==> src/design/rx_pkg.sv <==
`default_nettype none

package rx_pkg;

	//////////////////////////////////////////////////
	// burst channels between engine and descriptor ram
	//////////////////////////////////////////////////

	// read address, len is beats minus one
	typedef struct packed {
		logic [3:0]  id;
		logic [15:0] addr;
		logic [7:0]  len;
		logic        valid;
	} axi_ar_t;

	// write address uses the same layout
	typedef axi_ar_t axi_aw_t;

	typedef struct packed {
		logic [3:0]  id;
		logic [31:0] data;
		logic [1:0]  resp;
		logic        last;
		logic        valid;
	} axi_r_t;

	typedef struct packed {
		logic [31:0] data;
		logic [3:0]  strb;
		logic        last;
		logic        valid;
	} axi_w_t;

	typedef struct packed {
		logic [3:0] id;
		logic [1:0] resp;
		logic       valid;
	} axi_b_t;

	localparam logic [1:0] RESP_OKAY = 2'b00;

	//////////////////////////////////////////////////
	// frame records and frame store channels
	//////////////////////////////////////////////////

	typedef struct packed {
		logic [15:0] length;
		logic [7:0]  errors;
	} frame_rec_t;

	typedef struct packed {
		logic [15:0] buf_addr;
		logic [15:0] buf_len;
	} frm_cmd_t;

	// errors only meaningful with eop
	typedef struct packed {
		logic [15:0] wb_len;
		logic        eop;
		logic [7:0]  errors;
	} frm_rsp_t;

	//////////////////////////////////////////////////
	// legacy rx descriptor, declared msb first
	//////////////////////////////////////////////////

	// dw0 in bits 31:0, dw3 in bits 127:96
	typedef struct packed {
		logic [63:0] rsvd;
		logic [63:0] buf_addr;
	} rx_desc_rd_t;

	typedef struct packed {
		logic [15:0] special;
		logic [7:0]  errors;
		logic [7:0]  status;
		logic [15:0] csum;
		logic [15:0] length;
		logic [63:0] buf_addr;
	} rx_desc_wb_t;

	typedef union packed {
		rx_desc_rd_t rd;
		rx_desc_wb_t wb;
	} rx_desc_u;

	// status report, valid travels with it
	typedef struct packed {
		logic [15:0] desc_addr;
		logic        eop;
		logic        null_buf;
		logic        valid;
	} stat_t;

	// status byte bits
	localparam int STA_DD  = 0;
	localparam int STA_EOP = 1;

endpackage

`default_nettype wire

==> src/design/frame_store.sv <==
`timescale 1ns/10ps
`default_nettype none

module frame_store import rx_pkg::*; #(
	parameter int FRAME_DEPTH = 8
) (
	input  wire        aclk,
	input  wire        aresetn,

	input  frame_rec_t frame_in,
	input  wire        frame_valid,
	output logic       frame_ready,

	input  frm_cmd_t   frm_cmd,
	input  wire        frm_cmd_valid,
	output logic       frm_cmd_ready,

	output frm_rsp_t   frm_rsp,
	output logic       frm_rsp_valid,
	input  wire        frm_rsp_ready
);

	localparam int PTR_W = (FRAME_DEPTH > 1) ? $clog2(FRAME_DEPTH) : 1;

	frame_rec_t fifo [FRAME_DEPTH];
	logic [PTR_W-1:0] wr_ptr;
	logic [PTR_W-1:0] rd_ptr;
	logic [PTR_W:0]   count;

	// bytes of the head frame still to place
	logic [15:0] rem_len;
	logic        rem_valid;

	// command waiting for a frame
	logic        cmd_pend;
	logic [15:0] pend_len;

	logic        push;
	logic        take;
	logic        serve;
	logic        pop;
	logic        fits;
	logic [15:0] head_len;
	logic [15:0] cur_len;

	function automatic logic [PTR_W-1:0] ptr_inc(input logic [PTR_W-1:0] p);
		return (p == PTR_W'(FRAME_DEPTH - 1)) ? '0 : p + 1'b1;
	endfunction

	assign frame_ready   = (count != (PTR_W+1)'(FRAME_DEPTH));
	assign push          = frame_valid && frame_ready;
	assign frm_cmd_ready = !cmd_pend && !frm_rsp_valid;
	assign take          = frm_cmd_valid && frm_cmd_ready;

	// answer a fresh or parked command once a frame is queued
	assign cur_len  = cmd_pend ? pend_len : frm_cmd.buf_len;
	assign serve    = (take || cmd_pend) && (count != '0);
	assign head_len = rem_valid ? rem_len : fifo[rd_ptr].length;
	assign fits     = (head_len <= cur_len);
	assign pop      = serve && fits;

	//////////////////////////////////////////////////
	// record queue
	//////////////////////////////////////////////////

	always_ff @(posedge aclk) begin
		if (push)
			fifo[wr_ptr] <= frame_in;
	end

	always_ff @(posedge aclk or negedge aresetn) begin
		if (!aresetn) begin
			wr_ptr <= '0;
			rd_ptr <= '0;
			count  <= '0;
		end else begin
			if (push)
				wr_ptr <= ptr_inc(wr_ptr);
			if (pop)
				rd_ptr <= ptr_inc(rd_ptr);
			case ({push, pop})
				2'b10: count <= count + 1'b1;
				2'b01: count <= count - 1'b1;
				default: count <= count;
			endcase
		end
	end

	//////////////////////////////////////////////////
	// command / response
	//////////////////////////////////////////////////

	always_ff @(posedge aclk or negedge aresetn) begin
		if (!aresetn) begin
			cmd_pend      <= 1'b0;
			rem_valid     <= 1'b0;
			frm_rsp_valid <= 1'b0;
		end else begin
			if (serve) begin
				cmd_pend      <= 1'b0;
				frm_rsp_valid <= 1'b1;
				// split frames keep their remainder at the head
				rem_valid     <= !fits;
			end else begin
				if (take)
					cmd_pend <= 1'b1;
				if (frm_rsp_valid && frm_rsp_ready)
					frm_rsp_valid <= 1'b0;
			end
		end
	end

	always_ff @(posedge aclk) begin
		if (take)
			pend_len <= frm_cmd.buf_len;
		if (serve) begin
			frm_rsp.wb_len <= fits ? head_len : cur_len;
			frm_rsp.eop    <= fits;
			frm_rsp.errors <= fits ? fifo[rd_ptr].errors : 8'd0;
			rem_len        <= head_len - cur_len;
		end
	end

	// full queue takes nothing until a record leaves
	a_no_push_full: assert property (@(posedge aclk) disable iff (!aresetn)
		(count == (PTR_W+1)'(FRAME_DEPTH) && !pop) |=>
			(count == (PTR_W+1)'(FRAME_DEPTH) && wr_ptr == $past(wr_ptr)));

	// a response always comes from a queued frame
	a_no_rsp_empty: assert property (@(posedge aclk) disable iff (!aresetn)
		$rose(frm_rsp_valid) |-> ($past(count) != '0));

endmodule

`default_nettype wire

==> config.mk <==
export PLATFORM = sky130hd
export DESIGN_NAME = frame_store
export DESIGN_NICKNAME = d
export VERILOG_FILES = /design/src/design/rx_pkg.sv /design/src/design/frame_store.sv
export SDC_FILE = /design/constraint.sdc
export NUM_CORES = 1
export LEC_CHECK = 0
export ABC_CLOCK_PERIOD_IN_PS = 3920
export BUFFER_PORTS_ARGS = -buffer_cell sky130_fd_sc_hd__buf_2
export CAP_MARGIN = 20
export CORE_AREA = 4 4 148 150
export DETAILED_ROUTE_END_ITERATION = 7
export DIE_AREA = 0 0 152 154
export PLACE_DENSITY = 0.75
export SYNTH_ARGS = -nofsm -noshare
export SYNTH_HDL_FRONTEND = slang
export SYNTH_SLANG_ARGS = --single-unit
export TNS_END_PERCENT = 100
==> constraint.sdc <==
create_clock -name aclk -period 3.92 [get_ports aclk]
set_input_delay 0.588 -clock aclk [delete_from_list [all_inputs] [get_ports aclk]]
set_output_delay 0.588 -clock aclk [all_outputs]
set_load 0.05 [all_outputs]
==> qor.log <==
qor: worst_hold_path.worst_hold_path_type input pin to flip-flop
qor: setup_path.criticalPathCategory flip-flop to flip-flop
qor: setup_path.crit_path_max_fanout 3
qor: synth.synth.distinct_cells 50
qor: global_routing.global_route.usage.total 19.39%
qor: setup_path.r2r_cells 21
qor: cts.clock_tree.htree_level_count 1
qor: cts.clock_latency 0.52 ns
qor: worst_hold_path.min_path_cells 1
qor: cts.cts_num_sinks 262
qor: worst_hold_path.whs_endpoint pend_len[8]
qor: cells_and_area.insertedDiodeCount 0
qor: route.detail_route.wl_per_cell 21.27 µm
qor: route.drt_wl_total 22.95 mm
qor: outcome.failed_checks setup timing
qor: die.fp.dieH 154 µm
qor: die.core_area 20,690 µm²
qor: cells_and_area.final.fill_count 1,373
qor: die.die_width 152 µm
qor: power_and_ir_drop.power.ir.vdd_worst 387.3 µV
qor: global_routing.grt_max_degree 42
qor: power_and_ir_drop.cellPowerDensity 943.9 nW/µm²
qor: synth.synth_nets 698
qor: setup_path.worst-r2r-setup-slack -0.21 ns
qor: cts.numCtsBuffers 26
qor: route.drc 0
qor: synth.yosys_warnings 0
qor: placement.place_congestion 0.8734
qor: global_routing.global_route_wire_length_before_repair 35.74 mm
qor: route.vias_per_cell 5.582
qor: job.maxCapViolations 0
qor: timing.slew_viol_final 0
qor: timing.max_clock_freq 242.4 MHz
qor: cells_and_area.fin_nets 875
qor: synth.post-synth-top-area-cell sky130_fd_sc_hd__edfxtp_1
qor: timing.timing.max_slew.rel_slack 39.13%
qor: power_and_ir_drop.cellLeakagePower 0.004823 µW
qor: outcome.run_status finished, violations left
qor: die.floorplan.rows 53
qor: global_routing.global_route.overflow_total 0
qor: setup_path.type_of_element_launching_the_critical_path flip-flop
qor: timing.holdWs 0.2606 ns
qor: cts.clk_pin_slew 0.06 ns
qor: die.initial_utilization 52.99%
qor: synth.synth.yosys.seq_area_share 71.17%
qor: die.io_pins 89
qor: cells_and_area.areaGrowthSynthToFinish 23.51%
qor: timing.final_clock_period_utilization_by_the_worst_path 105.3%
qor: timing.finClkSkew 0.01295 ns
qor: synth.number_of_enable_type_register_cells_in_the_synthesized_netlist 249
qor: global_routing.antenna_violations_before_repair 2
qor: synth.synth_top_cell_area_share 68.20%
qor: timing.actual_slew_at_the_worst_max_slew_pin 0.9109 ns
qor: synth.synth_area_leaders sky130_fd_sc_hd__edfxtp_1 68%, sky130_fd_sc_hd__mux4_2 9.9%, sky130_fd_sc_hd__mux2i_1 3.6%, sky130_fd_sc_hd__dfrtp_1 3.0%, sky130_fd_sc_hd__ha_1 2.6%
qor: route.route.antenna.remaining_nets 0
qor: timing.final-hold-violation-count 0
qor: synth.synth_seq_cells 262
qor: synth.async_reset_ff_share 4.962%
qor: timing.setup_viol_count_final 3
qor: power_and_ir_drop.totalPowerFinal 12,780 µW
qor: setup_path.cp_data_required_time 4.31 ns
qor: timing.rsz0062_at_grt true
qor: synth.post_synthesis_cell_area 10,960 µm²
qor: synth.synth_area_per_cell 17.88 µm²
qor: route.dr.first_iter.drc_count 370
qor: synth.synthesis.instances 613
qor: setup_path.r2r-start rd_ptr[0]
qor: cells_and_area.finalCoreUtilization 65.45%
qor: cts.cts_root_buffer sky130_fd_sc_hd__clkbuf_16
qor: synth.synthFlopType sky130_fd_sc_hd__edfxtp_1
qor: setup_path.setup.worst_path.end_class flip-flop
qor: cts.clockBufferDepth 3
qor: setup_path.critPathArrivalTime 4.52 ns
qor: setup_path.critical_path.reg2reg.endpoint count[2]
qor: route.drt_pass1_iterations 5
qor: global_routing.first_global_vias 6,397
qor: cells_and_area.layout-drive-gt1-share 39.68%
qor: timing.final.setup.worst_slack -0.2062 ns
qor: placement.hpwlAfterDp 13.52 mm
qor: placement.port_buffers 72
qor: die.fp.dieArea 23,410 µm²
qor: worst_hold_path.worst_hold_startpoint frm_cmd[8]
qor: cts.tritoncts_clock_tree done
qor: timing.min_period 4.126 ns
qor: route.detailroute.via_count 6,023
per-layer routing:
| layer | vias up | share of wire [%] | wire length, µm | GRT usage [%] |
|---|---|---|---|---|
| met4 | 4 | 1.6 | 364 | 4.366 |
| li1 | 2787 | - | - | - |
| met3 | 37 | 5.9 | 1351 | 3.687 |
| met5 | - | 0.11 | 25 | 0 |
| met2 | 176 | 52 | 11990 | 34.63 |
| met1 | 3019 | 40 | 9227 | 24.93 |
stage by stage:
stage,worst slack (ns),cell area (µm²),TNS (ns),instances
5_1_grt,-0.3414,13540,-1.167,1079
6_report,-0.2062,13540,-0.4353,1079
4_1_cts,-0.1762,13390,-0.3889,1071
2_1_floorplan,-0.1184,10980,-0.1184,613
3_5_place_dp,-0.2999,12290,-0.7113,1018
3_3_place_gp,-0.2104,12290,-0.4729,1018
what timing repair did:
action,4_1_cts,5_1_grt
gates cloned,1,0
hold endpoints to repair,13,0
resized for setup,48,21
setup buffers,9,8
hold buffers,1,0
pin swaps,21,13
endpoints found under the setup margin,5,15
cell usage in the layout, fill, tap and decap left out, drive strengths merged, types with 11 or more instances in the layout:
cell type  netlist  routed
inv             11      11
nor3            13      13
mux4            48      48
dfrtp           13      13
a21oi           19      19
clkbuf           7      31
ha              23      23
xnor2           11      11
buf             18     173
nand2           40      40
nor2            23      23
edfxtp         249     249
mux2i           39      39
o21ai           40      40
cell families after synthesis:
logic type                 Yosys count  share of synthesized area [%]
muxes                               95                          14.38
and+or+nand+nor                     99                          4.234
xor gates and xnor gates            18                          1.438
AOI/OAI and AO/OA                   79                          4.303
DFF                                262                          71.17
adders and majority gates           24                          2.808
buffers and inverters               36                          1.666
registers in the layout, summed over array words and instances, names as in the netlist:
signal	flops
cmd_pend	1
count	4
fifo	192
frm_rsp	25
frm_rsp_valid	1
pend_len	16
rd_ptr	3
rem_len	16
rem_valid	1
wr_ptr	3
critical path, cell delays in order (launching register included):
cell	delay (ns)
sky130_fd_sc_hd__dfrtp_2	0.45
sky130_fd_sc_hd__buf_12	0.16
sky130_fd_sc_hd__buf_8	0.12
sky130_fd_sc_hd__mux4_2	0.34
sky130_fd_sc_hd__mux2i_2	0.09
sky130_fd_sc_hd__o21ai_2	0.17
sky130_fd_sc_hd__inv_2	0.07
sky130_fd_sc_hd__ha_4	0.16
sky130_fd_sc_hd__fa_2	0.36
sky130_fd_sc_hd__nand2b_4	0.16
sky130_fd_sc_hd__a211oi_4	0.28
sky130_fd_sc_hd__o31ai_2	0.08
sky130_fd_sc_hd__a221o_1	0.41
sky130_fd_sc_hd__nand2_4	0.11
sky130_fd_sc_hd__inv_4	0.04
sky130_fd_sc_hd__ha_4	0.15
sky130_fd_sc_hd__xor2_1	0.14
sky130_fd_sc_hd__ha_2	0.21
sky130_fd_sc_hd__a21oi_2	0.12
sky130_fd_sc_hd__xor2_1	0.16
sky130_fd_sc_hd__nor2_1	0.07
sky130_fd_sc_hd__xor2_1	0.14
synthesized netlist by cell type (4+ instances only):
cell and number:
sky130_fd_sc_hd__a21oi_1 18, sky130_fd_sc_hd__buf_2 8, sky130_fd_sc_hd__buf_4 4, sky130_fd_sc_hd__clkbuf_1 7, sky130_fd_sc_hd__dfrtp_1 13, sky130_fd_sc_hd__edfxtp_1 249, sky130_fd_sc_hd__ha_1 23, sky130_fd_sc_hd__inv_1 11
sky130_fd_sc_hd__mux2_2 4, sky130_fd_sc_hd__mux2_4 4, sky130_fd_sc_hd__mux2i_1 39, sky130_fd_sc_hd__mux4_2 48, sky130_fd_sc_hd__nand2_1 39, sky130_fd_sc_hd__nand2b_1 4, sky130_fd_sc_hd__nor2_1 23, sky130_fd_sc_hd__nor2b_1 5
sky130_fd_sc_hd__nor3_1 12, sky130_fd_sc_hd__o21ai_0 25, sky130_fd_sc_hd__o21ai_1 15, sky130_fd_sc_hd__xnor2_1 11, sky130_fd_sc_hd__xor2_1 7
worst max-delay path by stage:
stage               from        to  slack, ns  depth (start not counted)
6_report       rd_ptr[0]  count[2]      -0.21                         21
3_3_place_gp   rd_ptr[0]  count[2]      -0.21                         18
4_1_cts        rd_ptr[0]  count[3]      -0.18                         20
5_1_grt        rd_ptr[0]  count[2]      -0.34                         19
2_1_floorplan  rd_ptr[0]  count[2]      -0.12                         22
3_5_place_dp   rd_ptr[0]  count[3]      -0.30                         18
area by class of cell:
cell class	count	area, µm²	area share, %
Timing Repair Buffer	174	1255	9.268
Sequential cell	262	7805	57.64
Multi-Input combinational cell	315	3299	24.37
Clock inverter	11	102.6	0.7577
Clock buffer	31	690.7	5.101
Tap cell	275	344.1	2.541
Inverter	11	43.79	0.3234
power breakdown:
group          internal, µW  switching (µW)
logic                  2860            3330
clock network          1370             962
registers              3980             273
Note: power is estimated with default switching activity, not from simulation.
