**config.mk**
```make
export PLATFORM = sky130hd
export DESIGN_NAME = rx_engine
export DESIGN_NICKNAME = d
export VERILOG_FILES = /design/src/design/rx_pkg.sv /design/src/design/rx_engine.sv
export SDC_FILE = /design/constraint.sdc
export NUM_CORES = 1
export LEC_CHECK = 0
export BUFFER_PORTS_ARGS = -buffer_cell sky130_fd_sc_hd__buf_4
export CAP_MARGIN = 20
export CELL_PAD_IN_SITES_DETAIL_PLACEMENT = 1
export CELL_PAD_IN_SITES_GLOBAL_PLACEMENT = 1
export CORE_MARGIN = 1.5
export CORE_UTILIZATION = 30
export CTS_CLUSTER_SIZE = 10
export DETAILED_ROUTE_END_ITERATION = 8
export PLACE_DENSITY_LB_ADDON = 0.1
export SLEW_MARGIN = 25
export SYNTH_ARGS = -nofsm -noshare
export SYNTH_HDL_FRONTEND = slang
export SYNTH_SLANG_ARGS = --single-unit
```
**constraint.sdc**
```tcl
create_clock -name aclk -period 2.8 [get_ports aclk]
set_clock_uncertainty 0.2 [all_clocks]
set_input_delay 0.14 -clock aclk [delete_from_list [all_inputs] [get_ports aclk]]
set_output_delay 0.14 -clock aclk [all_outputs]
set_load 0.03 [all_outputs]
```
**src/design/rx_pkg.sv**
```systemverilog
`default_nettype none

package rx_pkg;

	//////////////////////////////////////////////////
	// burst channels between engine and descriptor ram
	//////////////////////////////////////////////////

	// read address, len is beats minus one
	typedef struct packed {
		logic [3:0]  id;
		logic [15:0] addr;
		logic [7:0]  len;
		logic        valid;
	} axi_ar_t;

	// write address uses the same layout
	typedef axi_ar_t axi_aw_t;

	typedef struct packed {
		logic [3:0]  id;
		logic [31:0] data;
		logic [1:0]  resp;
		logic        last;
		logic        valid;
	} axi_r_t;

	typedef struct packed {
		logic [31:0] data;
		logic [3:0]  strb;
		logic        last;
		logic        valid;
	} axi_w_t;

	typedef struct packed {
		logic [3:0] id;
		logic [1:0] resp;
		logic       valid;
	} axi_b_t;

	localparam logic [1:0] RESP_OKAY = 2'b00;

	//////////////////////////////////////////////////
	// frame records and frame store channels
	//////////////////////////////////////////////////

	typedef struct packed {
		logic [15:0] length;
		logic [7:0]  errors;
	} frame_rec_t;

	typedef struct packed {
		logic [15:0] buf_addr;
		logic [15:0] buf_len;
	} frm_cmd_t;

	// errors only meaningful with eop
	typedef struct packed {
		logic [15:0] wb_len;
		logic        eop;
		logic [7:0]  errors;
	} frm_rsp_t;

	//////////////////////////////////////////////////
	// legacy rx descriptor, declared msb first
	//////////////////////////////////////////////////

	// dw0 in bits 31:0, dw3 in bits 127:96
	typedef struct packed {
		logic [63:0] rsvd;
		logic [63:0] buf_addr;
	} rx_desc_rd_t;

	typedef struct packed {
		logic [15:0] special;
		logic [7:0]  errors;
		logic [7:0]  status;
		logic [15:0] csum;
		logic [15:0] length;
		logic [63:0] buf_addr;
	} rx_desc_wb_t;

	typedef union packed {
		rx_desc_rd_t rd;
		rx_desc_wb_t wb;
	} rx_desc_u;

	// status report, valid travels with it
	typedef struct packed {
		logic [15:0] desc_addr;
		logic        eop;
		logic        null_buf;
		logic        valid;
	} stat_t;

	// status byte bits
	localparam int STA_DD  = 0;
	localparam int STA_EOP = 1;

endpackage

`default_nettype wire

```
**src/design/rx_engine.sv**
```systemverilog
`timescale 1ns/10ps
`default_nettype none

module rx_engine import rx_pkg::*; #(
	parameter int BUF_BYTES = 2048
) (
	input  wire         aclk,
	input  wire         aresetn,

	// descriptor command
	input  wire  [15:0] cmd_addr,
	input  wire         cmd_valid,
	output logic        cmd_ready,

	// completion report
	output stat_t       stat,
	input  wire         stat_ready,

	// burst master to descriptor ram
	output axi_ar_t     ar,
	input  wire         ar_ready,
	input  axi_r_t      r,
	output logic        r_ready,
	output axi_aw_t     aw,
	input  wire         aw_ready,
	output axi_w_t      w,
	input  wire         w_ready,
	input  axi_b_t      b,
	output logic        b_ready,

	// frame store
	output frm_cmd_t    frm_cmd,
	output logic        frm_cmd_valid,
	input  wire         frm_cmd_ready,
	input  frm_rsp_t    frm_rsp,
	input  wire         frm_rsp_valid,
	output logic        frm_rsp_ready
);

	typedef enum logic [3:0] {
		S_IDLE,
		S_FETCH_ADDR,
		S_FETCH_DATA,
		S_NULL_CHECK,
		S_FRM_CMD,
		S_FRM_WAIT,
		S_WR_ADDR,
		S_WR_DW2,
		S_WR_DW3,
		S_WR_RESP,
		S_REPORT
	} state_t;

	state_t state;
	state_t state_next;

	// latched descriptor address and fetched words
	logic [15:0] cur_addr;
	rx_desc_u    desc;
	logic        fetch_hi;

	// write-back fields
	logic [15:0] wb_len;
	logic        wb_eop;
	logic [7:0]  wb_err;
	logic        null_buf;
	logic [7:0]  wb_status;
	rx_desc_u    wb_desc;

	logic        null_desc;

	assign null_desc = (desc.rd.buf_addr == 64'd0);

	//////////////////////////////////////////////////
	// state machine
	//////////////////////////////////////////////////

	always_ff @(posedge aclk or negedge aresetn) begin
		if (!aresetn)
			state <= S_IDLE;
		else
			state <= state_next;
	end

	always_comb begin
		state_next = state;
		case (state)
			S_IDLE:
				if (cmd_valid)
					state_next = S_FETCH_ADDR;
			S_FETCH_ADDR:
				if (ar_ready)
					state_next = S_FETCH_DATA;
			S_FETCH_DATA:
				if (r.valid && r.last)
					state_next = S_NULL_CHECK;
			// null buffer skips the frame store
			S_NULL_CHECK:
				state_next = null_desc ? S_WR_ADDR : S_FRM_CMD;
			S_FRM_CMD:
				if (frm_cmd_ready)
					state_next = S_FRM_WAIT;
			S_FRM_WAIT:
				if (frm_rsp_valid)
					state_next = S_WR_ADDR;
			S_WR_ADDR:
				if (aw_ready)
					state_next = S_WR_DW2;
			S_WR_DW2:
				if (w_ready)
					state_next = S_WR_DW3;
			S_WR_DW3:
				if (w_ready)
					state_next = S_WR_RESP;
			S_WR_RESP:
				if (b.valid)
					state_next = S_REPORT;
			S_REPORT:
				if (stat_ready)
					state_next = S_IDLE;
			default:
				state_next = S_IDLE;
		endcase
	end

	//////////////////////////////////////////////////
	// fetch and frame result capture
	//////////////////////////////////////////////////

	always_ff @(posedge aclk or negedge aresetn) begin
		if (!aresetn)
			fetch_hi <= 1'b0;
		else if (state == S_FETCH_ADDR)
			fetch_hi <= 1'b0;
		else if (r.valid && r_ready)
			fetch_hi <= 1'b1;
	end

	always_ff @(posedge aclk) begin
		if (cmd_valid && cmd_ready) begin
			cur_addr <= cmd_addr;
			desc     <= '0;
		end
		// dw0 then dw1 into the buffer address
		if (r.valid && r_ready) begin
			if (fetch_hi)
				desc.rd.buf_addr[63:32] <= r.data;
			else
				desc.rd.buf_addr[31:0] <= r.data;
		end
		if (state == S_NULL_CHECK && null_desc) begin
			wb_len   <= 16'd0;
			wb_eop   <= 1'b0;
			wb_err   <= 8'd0;
			null_buf <= 1'b1;
		end
		if (frm_rsp_valid && frm_rsp_ready) begin
			wb_len   <= frm_rsp.wb_len;
			wb_eop   <= frm_rsp.eop;
			wb_err   <= frm_rsp.errors;
			null_buf <= 1'b0;
		end
	end

	//////////////////////////////////////////////////
	// write-back view
	//////////////////////////////////////////////////

	always_comb begin
		wb_status          = 8'd0;
		wb_status[STA_DD]  = 1'b1;
		wb_status[STA_EOP] = wb_eop;
		wb_desc.wb.buf_addr = desc.rd.buf_addr;
		wb_desc.wb.length   = wb_len;
		wb_desc.wb.csum     = 16'd0;
		wb_desc.wb.status   = wb_status;
		// errors only land on the last buffer of a frame
		wb_desc.wb.errors   = wb_eop ? wb_err : 8'd0;
		wb_desc.wb.special  = 16'd0;
	end

	//////////////////////////////////////////////////
	// channel outputs, all decoded from state
	//////////////////////////////////////////////////

	assign cmd_ready = (state == S_IDLE);

	// two-beat fetch of dw0/dw1
	assign ar = '{id: 4'd0, addr: cur_addr, len: 8'd1, valid: (state == S_FETCH_ADDR)};
	assign r_ready = (state == S_FETCH_DATA);

	// two-beat write of dw2/dw3 at offset 8
	assign aw = '{id: 4'd0, addr: cur_addr + 16'd8, len: 8'd1, valid: (state == S_WR_ADDR)};
	assign w.data  = (state == S_WR_DW3) ? wb_desc[127:96] : wb_desc[95:64];
	assign w.strb  = 4'hf;
	assign w.last  = (state == S_WR_DW3);
	assign w.valid = (state == S_WR_DW2) || (state == S_WR_DW3);
	assign b_ready = (state == S_WR_RESP);

	assign frm_cmd.buf_addr = desc.rd.buf_addr[15:0];
	assign frm_cmd.buf_len  = 16'(BUF_BYTES);
	assign frm_cmd_valid    = (state == S_FRM_CMD);
	assign frm_rsp_ready    = (state == S_FRM_WAIT);

	assign stat = '{desc_addr: cur_addr, eop: wb_eop, null_buf: null_buf,
		valid: (state == S_REPORT)};

	// report holds under back-pressure
	a_stat_stable: assert property (@(posedge aclk) disable iff (!aresetn)
		(stat.valid && !stat_ready) |=> $stable(stat));

	// ram presents r beats only while this engine fetches
	a_r_in_fetch: assert property (@(posedge aclk) disable iff (!aresetn)
		r.valid |-> (state == S_FETCH_DATA));

endmodule

`default_nettype wire

```
==> flow_metrics.env, run 1 <==
export IMPL_grt_pass1_vias=4484
export IMPL_stdcell_area_um2=7450
export IMPL_regToRegSetupSlack_ns=0.44
export IMPL_synth_ff_latch_count=111
export IMPL_drc=0
export IMPL_syn_mean_instance_area_um2=8.97
export IMPL_grt_max_degree=65
export IMPL_synth_flop_cell="dfxtp_1"
export IMPL_slew_viol_final=0
export IMPL_r2r_end="state[1]"
export IMPL_power_internal_w=0.00363
export IMPL_fin_crit_sh_pct=92.9
export IMPL_io_buffer_count=176
export IMPL_hold_start="w_ready"
export IMPL_ctsHoldBuffers=76
export IMPL_clock_latency_ns=0.36
export IMPL_relSlewSlack_pct=54.5
export IMPL_routabilityCongestion=0.755
export IMPL_cts_clk_slew_worst_paths_ns=0.07
export IMPL_wirelength_um=15100
export IMPL_worst_setup_path_start_kind="flip-flop"
export IMPL_maxCapViolations=0
export IMPL_num_fill_cells=2061
export IMPL_fmax_ghz=0.384
export IMPL_cp_slowest_stage_delay_ns=0.56
export IMPL_peakVddDrop_mv=0.344
export IMPL_cts_sinks=111
export IMPL_grtUsageTotal_pct=15.8
export IMPL_setup_viol=0
export IMPL_antenna_cells=0
export IMPL_crit_cells=5
export IMPL_cts_made_buffers=9
export IMPL_yosysUniqueCellTypes=46
export IMPL_netlist_instances=600
export IMPL_timing_critical_path_max_delay_family="simple AND/OR/NAND/NOR gates"
export IMPL_hpwl_um=10400
export IMPL_cts_root_buf="clkbuf_16"
export IMPL_path_common_cell="buf_4"
export IMPL_synth_edf_count=41
export IMPL_design_die_area_um2=18800
export IMPL_min_period_ns=2.60
export IMPL_initial_utilization_pct=30.9
export IMPL_reg2regPathDepth=6
export IMPL_tightest_slew_ns=0.683
export IMPL_crit_path_cell_trace="nand2b_2, or3_1, buf_4, o21ai_0, buf_4"
export IMPL_fp_dieH_um=137
export IMPL_cts_resized_gates=0
export IMPL_finalHoldViolCount=0
export IMPL_end_kind="primary output"
export IMPL_row_count=48
export IMPL_ys_seq_area_share_pct=49.4
export IMPL_multi_input_comb_area_um2=2050
export IMPL_cp_slowest_cell="dfrtp_1"
export IMPL_swShare_pct=40.6
export IMPL_synth_area_leaders="dfxtp_1 24%, edfxtp_1 23%, buf_4 14%, nand2_1 11%, o21ai_0 5.9%"
export IMPL_critPathArrivalTime_ns=2.26
export IMPL_worstSetupEndpoint="w[20]"
export IMPL_synth_common_cells="160 x nand2_1, 98 x buf_4, 65 x dfxtp_1, 63 x o21ai_0, 41 x edfxtp_1"
export IMPL_p_leak_nw=3.24
export IMPL_power_density_nw_per_um2=822
export IMPL_cts_max_path_buffers=2
export IMPL_final_antenna_net_count=0
export IMPL_route_detailed_wl_per_inst_um=14.7
export IMPL_gr_total_overflow=0
export IMPL_yosysTopAreaCell="dfxtp_1"
export IMPL_coreArea_um2=17400
export IMPL_htree_levels=3
export IMPL_pwr_share_seq_pct=40.0
export IMPL_fin_nets=897
export IMPL_power_switching_w=0.00248
export IMPL_synth_cell_area_um2=5380
export IMPL_drtIter0Drc=148
export IMPL_comb_power_share_pct=40.0
export IMPL_grt_setup_unrepaired="false"
export IMPL_yosys_area_top_type_share_pct=24.2
export IMPL_syn2layout_area_growth_pct=38.3
export IMPL_drt_pass1_iterations=4
export IMPL_grt_antenna_before_repair=0
export IMPL_place_area_um2=6410
export IMPL_path_buf_inv=2
export IMPL_worstReg2RegStart="state[2]"
export IMPL_yosysMostFrequentCell="nand2_1"
export IMPL_power_w=0.00612
export IMPL_io_pins=249
export IMPL_hold_path_class="in -> reg"
export IMPL_via_per_inst=4.38
export IMPL_worstSetupStartpoint="state[2]"
export IMPL_yosysWarnings=0
export IMPL_drive_above_1_share_pct=26.1
export IMPL_setup_tns_ns=0
export IMPL_status="finished, final reports clean"
export IMPL_cts_tree="built"
export IMPL_vias=4503
export IMPL_die_x_um=137
export IMPL_worstPathRequired_ns=2.46
export IMPL_post_cts_buffers=0
export IMPL_worst_setup_path_type="reg -> out"
export IMPL_grt_pass1_wl_um=23000
export IMPL_register_area_um2=2660
export IMPL_clkPwrFrac_pct=20.0
export IMPL_path_max_fanout=27
export IMPL_synthArstFlopShare_pct=4.50
==> power groups by stage <==
stage	sequential, W	combinational, W	clock (W)
6_report	0.00245	0.00245	0.00122
5_1_grt	0.00251	0.00268	0.00134
4_1_cts	0.00245	0.00248	0.00127
3_5_place_dp	0.00249	0.00239	0
3_3_place_gp	0.00247	0.00234	0
2_1_floorplan	0.00238	0.00185	0
==> tightest hold or removal path, stage by stage <==
cell,delay (ns)
buf_4,0.12
a21oi_4,0.17
o41ai_1,0.10
==> final cells by class <==
cell class	count	area share (%)
clock buffers	9	3.02
clock inverters	7	0.655
inverters	6	0.302
multi-input cells	413	27.5
flip-flops and latches	111	35.7
well taps	225	3.78
repair buffers	258	29.1
==> worst min path at each step <==
stage,end,slack [ns],cells after the start
after CTS,state[3],0.02,3
after global routing,state[3],0.06,3
after floorplan,fetch_hi,-0.36,0
final,state[3],0.03,3
after global placement,state[2],-0.25,1
after detailed placement,state[2],-0.25,1
==> metal layers <==
layer | share of wire [%] | global-route usage [%] | vias up
met2 | 52 | 28.5 | 124
met3 | 4.8 | 2.96 | 9
met1 | 43 | 19.1 | 2110
met4 | 0.97 | 4.56 | 0
li1 | - | - | 2260
met5 | 0 | 0 | -
==> logic make-up (layout without fill, tap and decap cells) <==
group	Yosys count	in the layout	share of synthesized area, %
DFF	111	111	49.4
and+or+nand+nor	249	249	21.6
xor gates and xnor gates	11	11	1.79
muxes	2	2	0.372
AOI/OAI and AO/OA	90	90	9.62
other	2	60	0.139
buffers and inverters	134	280	16.8
adders and majority gates	1	1	0.232
==> state kept, by name (all words and copies together), names as in the netlist <==
name      count
wb_err        8
fetch_hi      1
cur_addr     16
wb_len       16
state         4
desc         64
wb_eop        1
null_buf      1
==> stage by stage <==
stage / setup slack (ns) / cells / hold WS, ns / utilization (%)
2_1_floorplan: 0.111 / 658 / -0.356 / -
3_3_place_gp: 0.523 / 937 / -0.251 / 36.8
3_5_place_dp: 0.478 / 937 / -0.245 / 36.8
4_1_cts: 0.123 / 1029 / 0.0247 / 42.8
5_1_grt: 0.00543 / 1029 / 0.0571 / 42.8
6_report: 0.198 / 1029 / 0.0344 / 42.8
==> cell usage in the layout, fill, tap and decap left out, types with 3 or more instances in the layout <==
cell and n:
and2_1 7, inv_1 6, nand2_1 159, dfrtp_1 5, nand4_1 4, and3_1 28
buf_12 3, xor2_1 3, nand2b_1 4, o21ai_0 63, xnor2_1 8, dfxtp_1 65
edfxtp_1 41, dlygate4sd3_1 76, nor4_1 16, conb_1 60, clkbuf_16 9, nor3_1 4
nor2_1 9, clkinvlp_4 3, o21ai_1 11, nand3_1 6, o41ai_1 3, buf_4 179
No activity file was read; power rests on OpenSTA's default activity.
==> inputs of run 2 (changes only) <==
--- a/config.mk
+++ b/config.mk
@@ -7,13 +7,11 @@
 export LEC_CHECK = 0
 export BUFFER_PORTS_ARGS = -buffer_cell sky130_fd_sc_hd__buf_4
 export CAP_MARGIN = 20
-export CELL_PAD_IN_SITES_DETAIL_PLACEMENT = 1
-export CELL_PAD_IN_SITES_GLOBAL_PLACEMENT = 1
 export CORE_MARGIN = 1.5
-export CORE_UTILIZATION = 30
+export CORE_UTILIZATION = 47
 export CTS_CLUSTER_SIZE = 10
 export DETAILED_ROUTE_END_ITERATION = 8
-export PLACE_DENSITY_LB_ADDON = 0.1
+export PLACE_DENSITY = 0.8
 export SLEW_MARGIN = 25
 export SYNTH_ARGS = -nofsm -noshare
 export SYNTH_HDL_FRONTEND = slang
==> run 2 against run 1 <==
Against the previous run:
- largest power group unchanged
- global-route usage grew 6.2 points
- critical endpoint is now w[15]
- die area shrank 35%
- sequential power hardly changed
==> flow_metrics.env, run 2 (synthesis gave the netlist of run 1 again) <==
export IMPL_status="finished, final reports clean"
export IMPL_grt_pass1_wl_um=20600
export IMPL_die_x_um=110
export IMPL_finalHoldViolCount=0
export IMPL_final_cell_mix="180 x buf_4, 159 x nand2_1, 75 x dlygate4sd3_1"
export IMPL_cp_slowest_stage_delay_ns=0.51
export IMPL_largest_reg_flops=64
export IMPL_multi_input_comb_area_um2=2050
export IMPL_row_count=38
export IMPL_cts_tree="built"
export IMPL_via_per_inst=4.93
export IMPL_register_area_um2=2660
export IMPL_htree_levels=3
export IMPL_worst_setup_path_start_kind="flip-flop"
export IMPL_wirelength_um=13900
export IMPL_io_buffer_count=176
export IMPL_cts_max_path_buffers=2
export IMPL_grt_pass1_vias=4285
export IMPL_drc=0
export IMPL_p_leak_nw=3.24
export IMPL_path_max_fanout=19
export IMPL_hold_path_class="in -> reg"
export IMPL_place_area_um2=6290
export IMPL_end_kind="primary output"
export IMPL_route_detailed_wl_per_inst_um=14.7
export IMPL_largest_register="desc"
export IMPL_hpwl_um=8880
export IMPL_cts_made_buffers=9
export IMPL_fin_crit_sh_pct=93.3
export IMPL_drt_pass1_iterations=4
export IMPL_routabilityCongestion=0.774
export IMPL_setup_viol=0
export IMPL_reg_top3="desc: 64 flops, cur_addr: 16 flops, wb_len: 16 flops"
export IMPL_grt_max_degree=65
export IMPL_maxCapViolations=0
export IMPL_design_die_area_um2=12100
export IMPL_crit_path_cell_trace="nand2b_2, or3_1, buf_4, o21ai_0, buf_4"
export IMPL_initial_utilization_pct=49.0
export IMPL_fp_dieH_um=110
export IMPL_worst_setup_path_type="reg -> out"
export IMPL_worstPathRequired_ns=2.46
export IMPL_path_common_cell="buf_4"
export IMPL_cts_clk_slew_worst_paths_ns=0.06
export IMPL_grt_antenna_before_repair=0
export IMPL_setup_tns_ns=0
export IMPL_drive_above_1_share_pct=26.4
export IMPL_tightest_slew_ns=0.645
export IMPL_reg2regPathDepth=6
export IMPL_gr_total_overflow=0
export IMPL_syn2layout_area_growth_pct=36.0
export IMPL_peakVddDrop_mv=0.599
export IMPL_grt_setup_unrepaired="false"
export IMPL_drtIter0Drc=257
export IMPL_vias=4663
export IMPL_slew_viol_final=0
export IMPL_grtUsageTotal_pct=22.0
export IMPL_stdcell_area_um2=7320
export IMPL_fin_nets=896
export IMPL_min_path_cells=3
export IMPL_critPathArrivalTime_ns=2.27
export IMPL_final_common_cell="buf_4"
export IMPL_final_antenna_net_count=0
export IMPL_clock_latency_ns=0.34
export IMPL_power_density_nw_per_um2=825
export IMPL_min_period_ns=2.61
export IMPL_post_cts_buffers=0
export IMPL_num_fill_cells=861
export IMPL_cts_sinks=111
export IMPL_fmax_ghz=0.383
export IMPL_io_pins=249
export IMPL_coreArea_um2=11000
export IMPL_cts_root_buf="clkbuf_16"
export IMPL_relSlewSlack_pct=57.0
export IMPL_cp_slowest_cell="dfrtp_2"
[run 2: changes by cell type in the layout (fill, tap and decap cells not counted), sizes merged]
| cell | change |
|---|---|
| clkbuf | +1 |
| clkinvlp | -3 |
| diode | +2 |
| dlygate4sd3 | -1 |
| inv | +2 |
[run 2: worst paths after layout]
check,startpoint,endpoint,slack [ns]
max,state[2],w[15],0.19
max in group asynchronous,aresetn,state[3],1.63
max reg2reg,state[1],wb_len[10],0.56
min in group asynchronous,aresetn,state[1],0.54
min,r[0],fetch_hi,0.009
min reg2reg,desc[31],desc[31],0.25
[run 2: final cells by class]
| type | count | share of cell area, % |
|---|---|---|
| antenna | 2 | 0.0684 |
| tap | 140 | 2.39 |
| clock inverter | 6 | 0.581 |
| inverter | 6 | 0.308 |
| clock buffer | 10 | 3.13 |
| multi-input combinational | 413 | 27.9 |
| timing repair buffer | 257 | 29.3 |
| sequential | 111 | 36.3 |
[run 2: layer usage]
metal / up-vias / track usage [%] / wire length, um
li1: 2258 / - / -
met1: 2190 / 25.2 / 5360
met2: 180 / 40.2 / 7340
met3: 35 / 3.70 / 747
met4: 0 / 9.83 / 425
met5: - / 0 / 0
[run 2: worst max-delay path, delay by kind of cell (launching register included)]
kind                   cells  cell delay [ns]
AND/OR/NAND/NOR            2             0.72
flip-flops                 1             0.51
buffers and inverters      2             0.46
AO/OA/AOI/OAI              1             0.24
[run 2: repair_timing]
action                                 in CTS  in global routing
setup endpoints to repair                   0                  7
resized for setup                           0                  2
endpoints found under the hold margin     110                  0
hold buffers                               75                  0
[run 2: power by group]
group	switching [W]	internal [W]	total, W
Combinational	0.00149	0.000922	0.00241
Clock	0.000571	0.000610	0.00118
Sequential	0.000345	0.00210	0.00245
Total	0.00241	0.00364	0.00604
[run 2: through the flow]
step           util [%]  power (W)  hold WS (ns)  setup slack (ns)  std cells
2_1_floorplan         -    0.00423        -0.356             0.111        658
4_1_cts            66.6    0.00604       0.00516             0.102        943
5_1_grt            66.6    0.00637        0.0244            0.0896        943
3_3_place_gp       57.3    0.00469        -0.253             0.508        852
3_5_place_dp       57.3    0.00478        -0.249             0.467        852
6_report           66.7    0.00604       0.00885             0.188        945
==> inputs of run 3 (changes only) <==
--- a/config.mk
+++ b/config.mk
@@ -5,13 +5,15 @@
 export SDC_FILE = /design/constraint.sdc
 export NUM_CORES = 1
 export LEC_CHECK = 0
+export ABC_AREA = 1
 export BUFFER_PORTS_ARGS = -buffer_cell sky130_fd_sc_hd__buf_4
 export CAP_MARGIN = 20
-export CORE_MARGIN = 1.5
-export CORE_UTILIZATION = 47
+export CORE_MARGIN = 4
+export CORE_UTILIZATION = 48
 export CTS_CLUSTER_SIZE = 10
 export DETAILED_ROUTE_END_ITERATION = 8
-export PLACE_DENSITY = 0.8
+export GPL_TIMING_DRIVEN = 0
+export PLACE_DENSITY = 0.81
 export SLEW_MARGIN = 25
 export SYNTH_ARGS = -nofsm -noshare
 export SYNTH_HDL_FRONTEND = slang
==> run 3 against run 2 <==
Against the previous run:
- flip-flop and latch count stayed put
- total power up 16%
- synthesized cell count increased by 9.7%
- critical endpoint is now wb_len[6]
- worst setup slack improved by 0.23 ns
- clock power up 15%
- largest power group is now combinational logic
==> flow_metrics.env, run 3 <==
export IMPL_syn_mean_instance_area_um2=8.40
export IMPL_io_buffer_count=176
export IMPL_hpwl_um=10700
export IMPL_p_leak_nw=4.22
export IMPL_yosysUniqueCellTypes=29
export IMPL_synth_edf_count=41
export IMPL_grt_pass1_vias=4895
export IMPL_stdcell_area_um2=8330
export IMPL_cts_root_buf="clkbuf_16"
export IMPL_via_per_inst=4.52
export IMPL_worst_setup_path_type="reg -> reg"
export IMPL_path_common_cell="nand2_1"
export IMPL_grt_max_degree=26
export IMPL_gr_total_overflow=0
export IMPL_drc=0
export IMPL_yosysMostFrequentCell="buf_4"
export IMPL_reg_top3="desc: 64 flops, cur_addr: 16 flops, wb_len: 16 flops"
export IMPL_slew_viol_final=0
export IMPL_peakVddDrop_mv=0.485
export IMPL_grtUsageTotal_pct=22.1
export IMPL_io_pins=249
export IMPL_setup_ws_ns=0.414
export IMPL_coreArea_um2=11000
export IMPL_clock_latency_ns=0.36
export IMPL_cts_max_path_buffers=2
export IMPL_cts_tree="built"
export IMPL_htree_levels=3
export IMPL_regToRegSetupSlack_ns=0.41
export IMPL_synth_ff_latch_count=111
export IMPL_cts_clk_slew_worst_paths_ns=0.08
export IMPL_cp_slowest_stage_delay_ns=0.48
export IMPL_grt_antenna_before_repair=0
export IMPL_yosys_area_top_type_share_pct=23.6
export IMPL_finalHoldViolCount=0
export IMPL_place_area_um2=7240
export IMPL_path_max_fanout=25
export IMPL_setup_tns_ns=0
export IMPL_fp_dieH_um=115
export IMPL_cts_made_buffers=9
export IMPL_relSlewSlack_pct=59.4
export IMPL_fmax_ghz=0.419
export IMPL_cts_sinks=111
export IMPL_initial_utilization_pct=50.1
export IMPL_routabilityCongestion=0.854
export IMPL_yosysWarnings=0
export IMPL_worstPathRequired_ns=2.59
export IMPL_critPathArrivalTime_ns=2.18
export IMPL_drtIter0Drc=268
export IMPL_grt_pass1_wl_um=23200
export IMPL_syn2layout_area_growth_pct=50.8
export IMPL_row_count=38
export IMPL_register_area_um2=2660
export IMPL_final_antenna_net_count=0
export IMPL_yosysTopAreaCell="dfxtp_1"
export IMPL_power_w=0.00703
export IMPL_status="finished, final reports clean"
export IMPL_synthArstFlopShare_pct=4.50
export IMPL_final_common_cell="buf_4"
export IMPL_synth_common_cells="97 x buf_4, 88 x nor2_1, 81 x nand3_1, 80 x inv_1, 67 x o21ai_1"
export IMPL_synth_area_leaders="dfxtp_1 24%, edfxtp_1 22%, buf_4 13%, nand3_1 7.3%, o21ai_1 6.1%"
export IMPL_synth_flop_cell="dfxtp_1"
export IMPL_end_kind="flip-flop"
export IMPL_post_cts_buffers=0
export IMPL_cp_slowest_cell="nand2_2"
export IMPL_num_fill_cells=811
export IMPL_netlist_instances=658
export IMPL_maxCapViolations=0
export IMPL_die_x_um=115
export IMPL_min_period_ns=2.39
export IMPL_multi_input_comb_area_um2=1840
export IMPL_power_density_nw_per_um2=844
export IMPL_wirelength_um=15100
export IMPL_fin_crit_sh_pct=85.2
export IMPL_crit_path_cell_trace="inv_2, nand2_1, nor2_2, nand2_1, buf_2, nand2_2"
export IMPL_worst_setup_path_start_kind="flip-flop"
export IMPL_antenna_cells=0
export IMPL_ys_seq_area_share_pct=48.1
export IMPL_fin_nets=1077
export IMPL_design_die_area_um2=13300
export IMPL_vias=5078
export IMPL_drive_above_1_share_pct=33.8
export IMPL_dp_slack_ns=0.0862
export IMPL_grt_setup_unrepaired="false"
export IMPL_largest_register="desc"
export IMPL_final_cell_mix="273 x buf_4, 88 x nor2_1, 81 x nand3_1"
export IMPL_largest_reg_flops=64
export IMPL_route_detailed_wl_per_inst_um=13.5
export IMPL_drt_pass1_iterations=5
export IMPL_synth_cell_area_um2=5520
export IMPL_hold_ws_ns=0.0636
export IMPL_tightest_slew_ns=0.606
export IMPL_setup_viol=0
export IMPL_hold_path_class="in -> reg"
## run 3: changes by cell type in the layout (fill, tap and decap cells not counted), sizes merged, moves of 4 or more
cell,change
and2,-7
and3,-28
buf,+113
inv,+81
nand2,-90
nand2b,-5
nand3,+76
nor2,+83
nor3,-4
nor4,-17
o41ai,-4
## run 3: path summary, 6_finish.rpt
kind	start	to	cells past startpoint
hold / removal	b[0]	state[2]	7
max in group asynchronous	aresetn	state[3]	3
hold reg to reg	null_buf	null_buf	2
setup / recovery	state[3]	wb_len[6]	6
min in group asynchronous	aresetn	fetch_hi	3
setup reg to reg	state[3]	wb_len[6]	6
## run 3: metrics by stage
step | util (%) | std cells
floorplan | - | 716
global placement | 65.6 | 1032
detailed placement | 65.6 | 1032
CTS | 75.5 | 1124
global route | 75.5 | 1124
finish | 75.5 | 1124
## run 3: cells by family (layout without fill, tap and decap cells)
logic type / Yosys count / count (layout) / synth area share [%]
buffers and inverters: 207 / 475 / 22.6
adders and majority gates: 1 / 1 / 0.226
DFF: 111 / 111 / 48.1
xor gates and xnor gates: 11 / 11 / 1.74
other: 2 / 60 / 0.136
and+or+nand+nor: 253 / 253 / 20.5
AOI/OAI and AO/OA: 73 / 73 / 6.70
## run 3: report_power, final
part           internal (W)  leakage (nW)  switching, W
combinational       0.00132          3.09       0.00192
sequential          0.00213         0.972      0.000297
clock              0.000700         0.161      0.000659
## run 3: area by class of cell
type,count,share of cell area [%]
buffer,120,11.0
clock buffer,10,3.00
clock inverter,6,0.961
inverter,87,3.95
multi-input combinational,398,22.1
sequential,111,31.9
tap,140,2.10
timing repair buffer,252,25.0
## run 3: repair_timing
item,CTS,global route
hold buffers,76,0
resized for setup,0,0
hold endpoints to repair,111,0
## run 3: routing by layer
layer / track usage [%] / vias up / wire (um)
li1: - / 2579 / -
met1: 24.8 / 2283 / 5790
met2: 40.7 / 183 / 7820
met3: 4.79 / 33 / 1040
met4: 8.22 / 0 / 484
met5: 0 / - / 0
## run 3: critical path, delay by kind of cell (launching register included)
family	cells	cell delay, ns
buffers and inverters	2	0.36
and+or+nand+nor	4	1.02
DFF	1	0.45
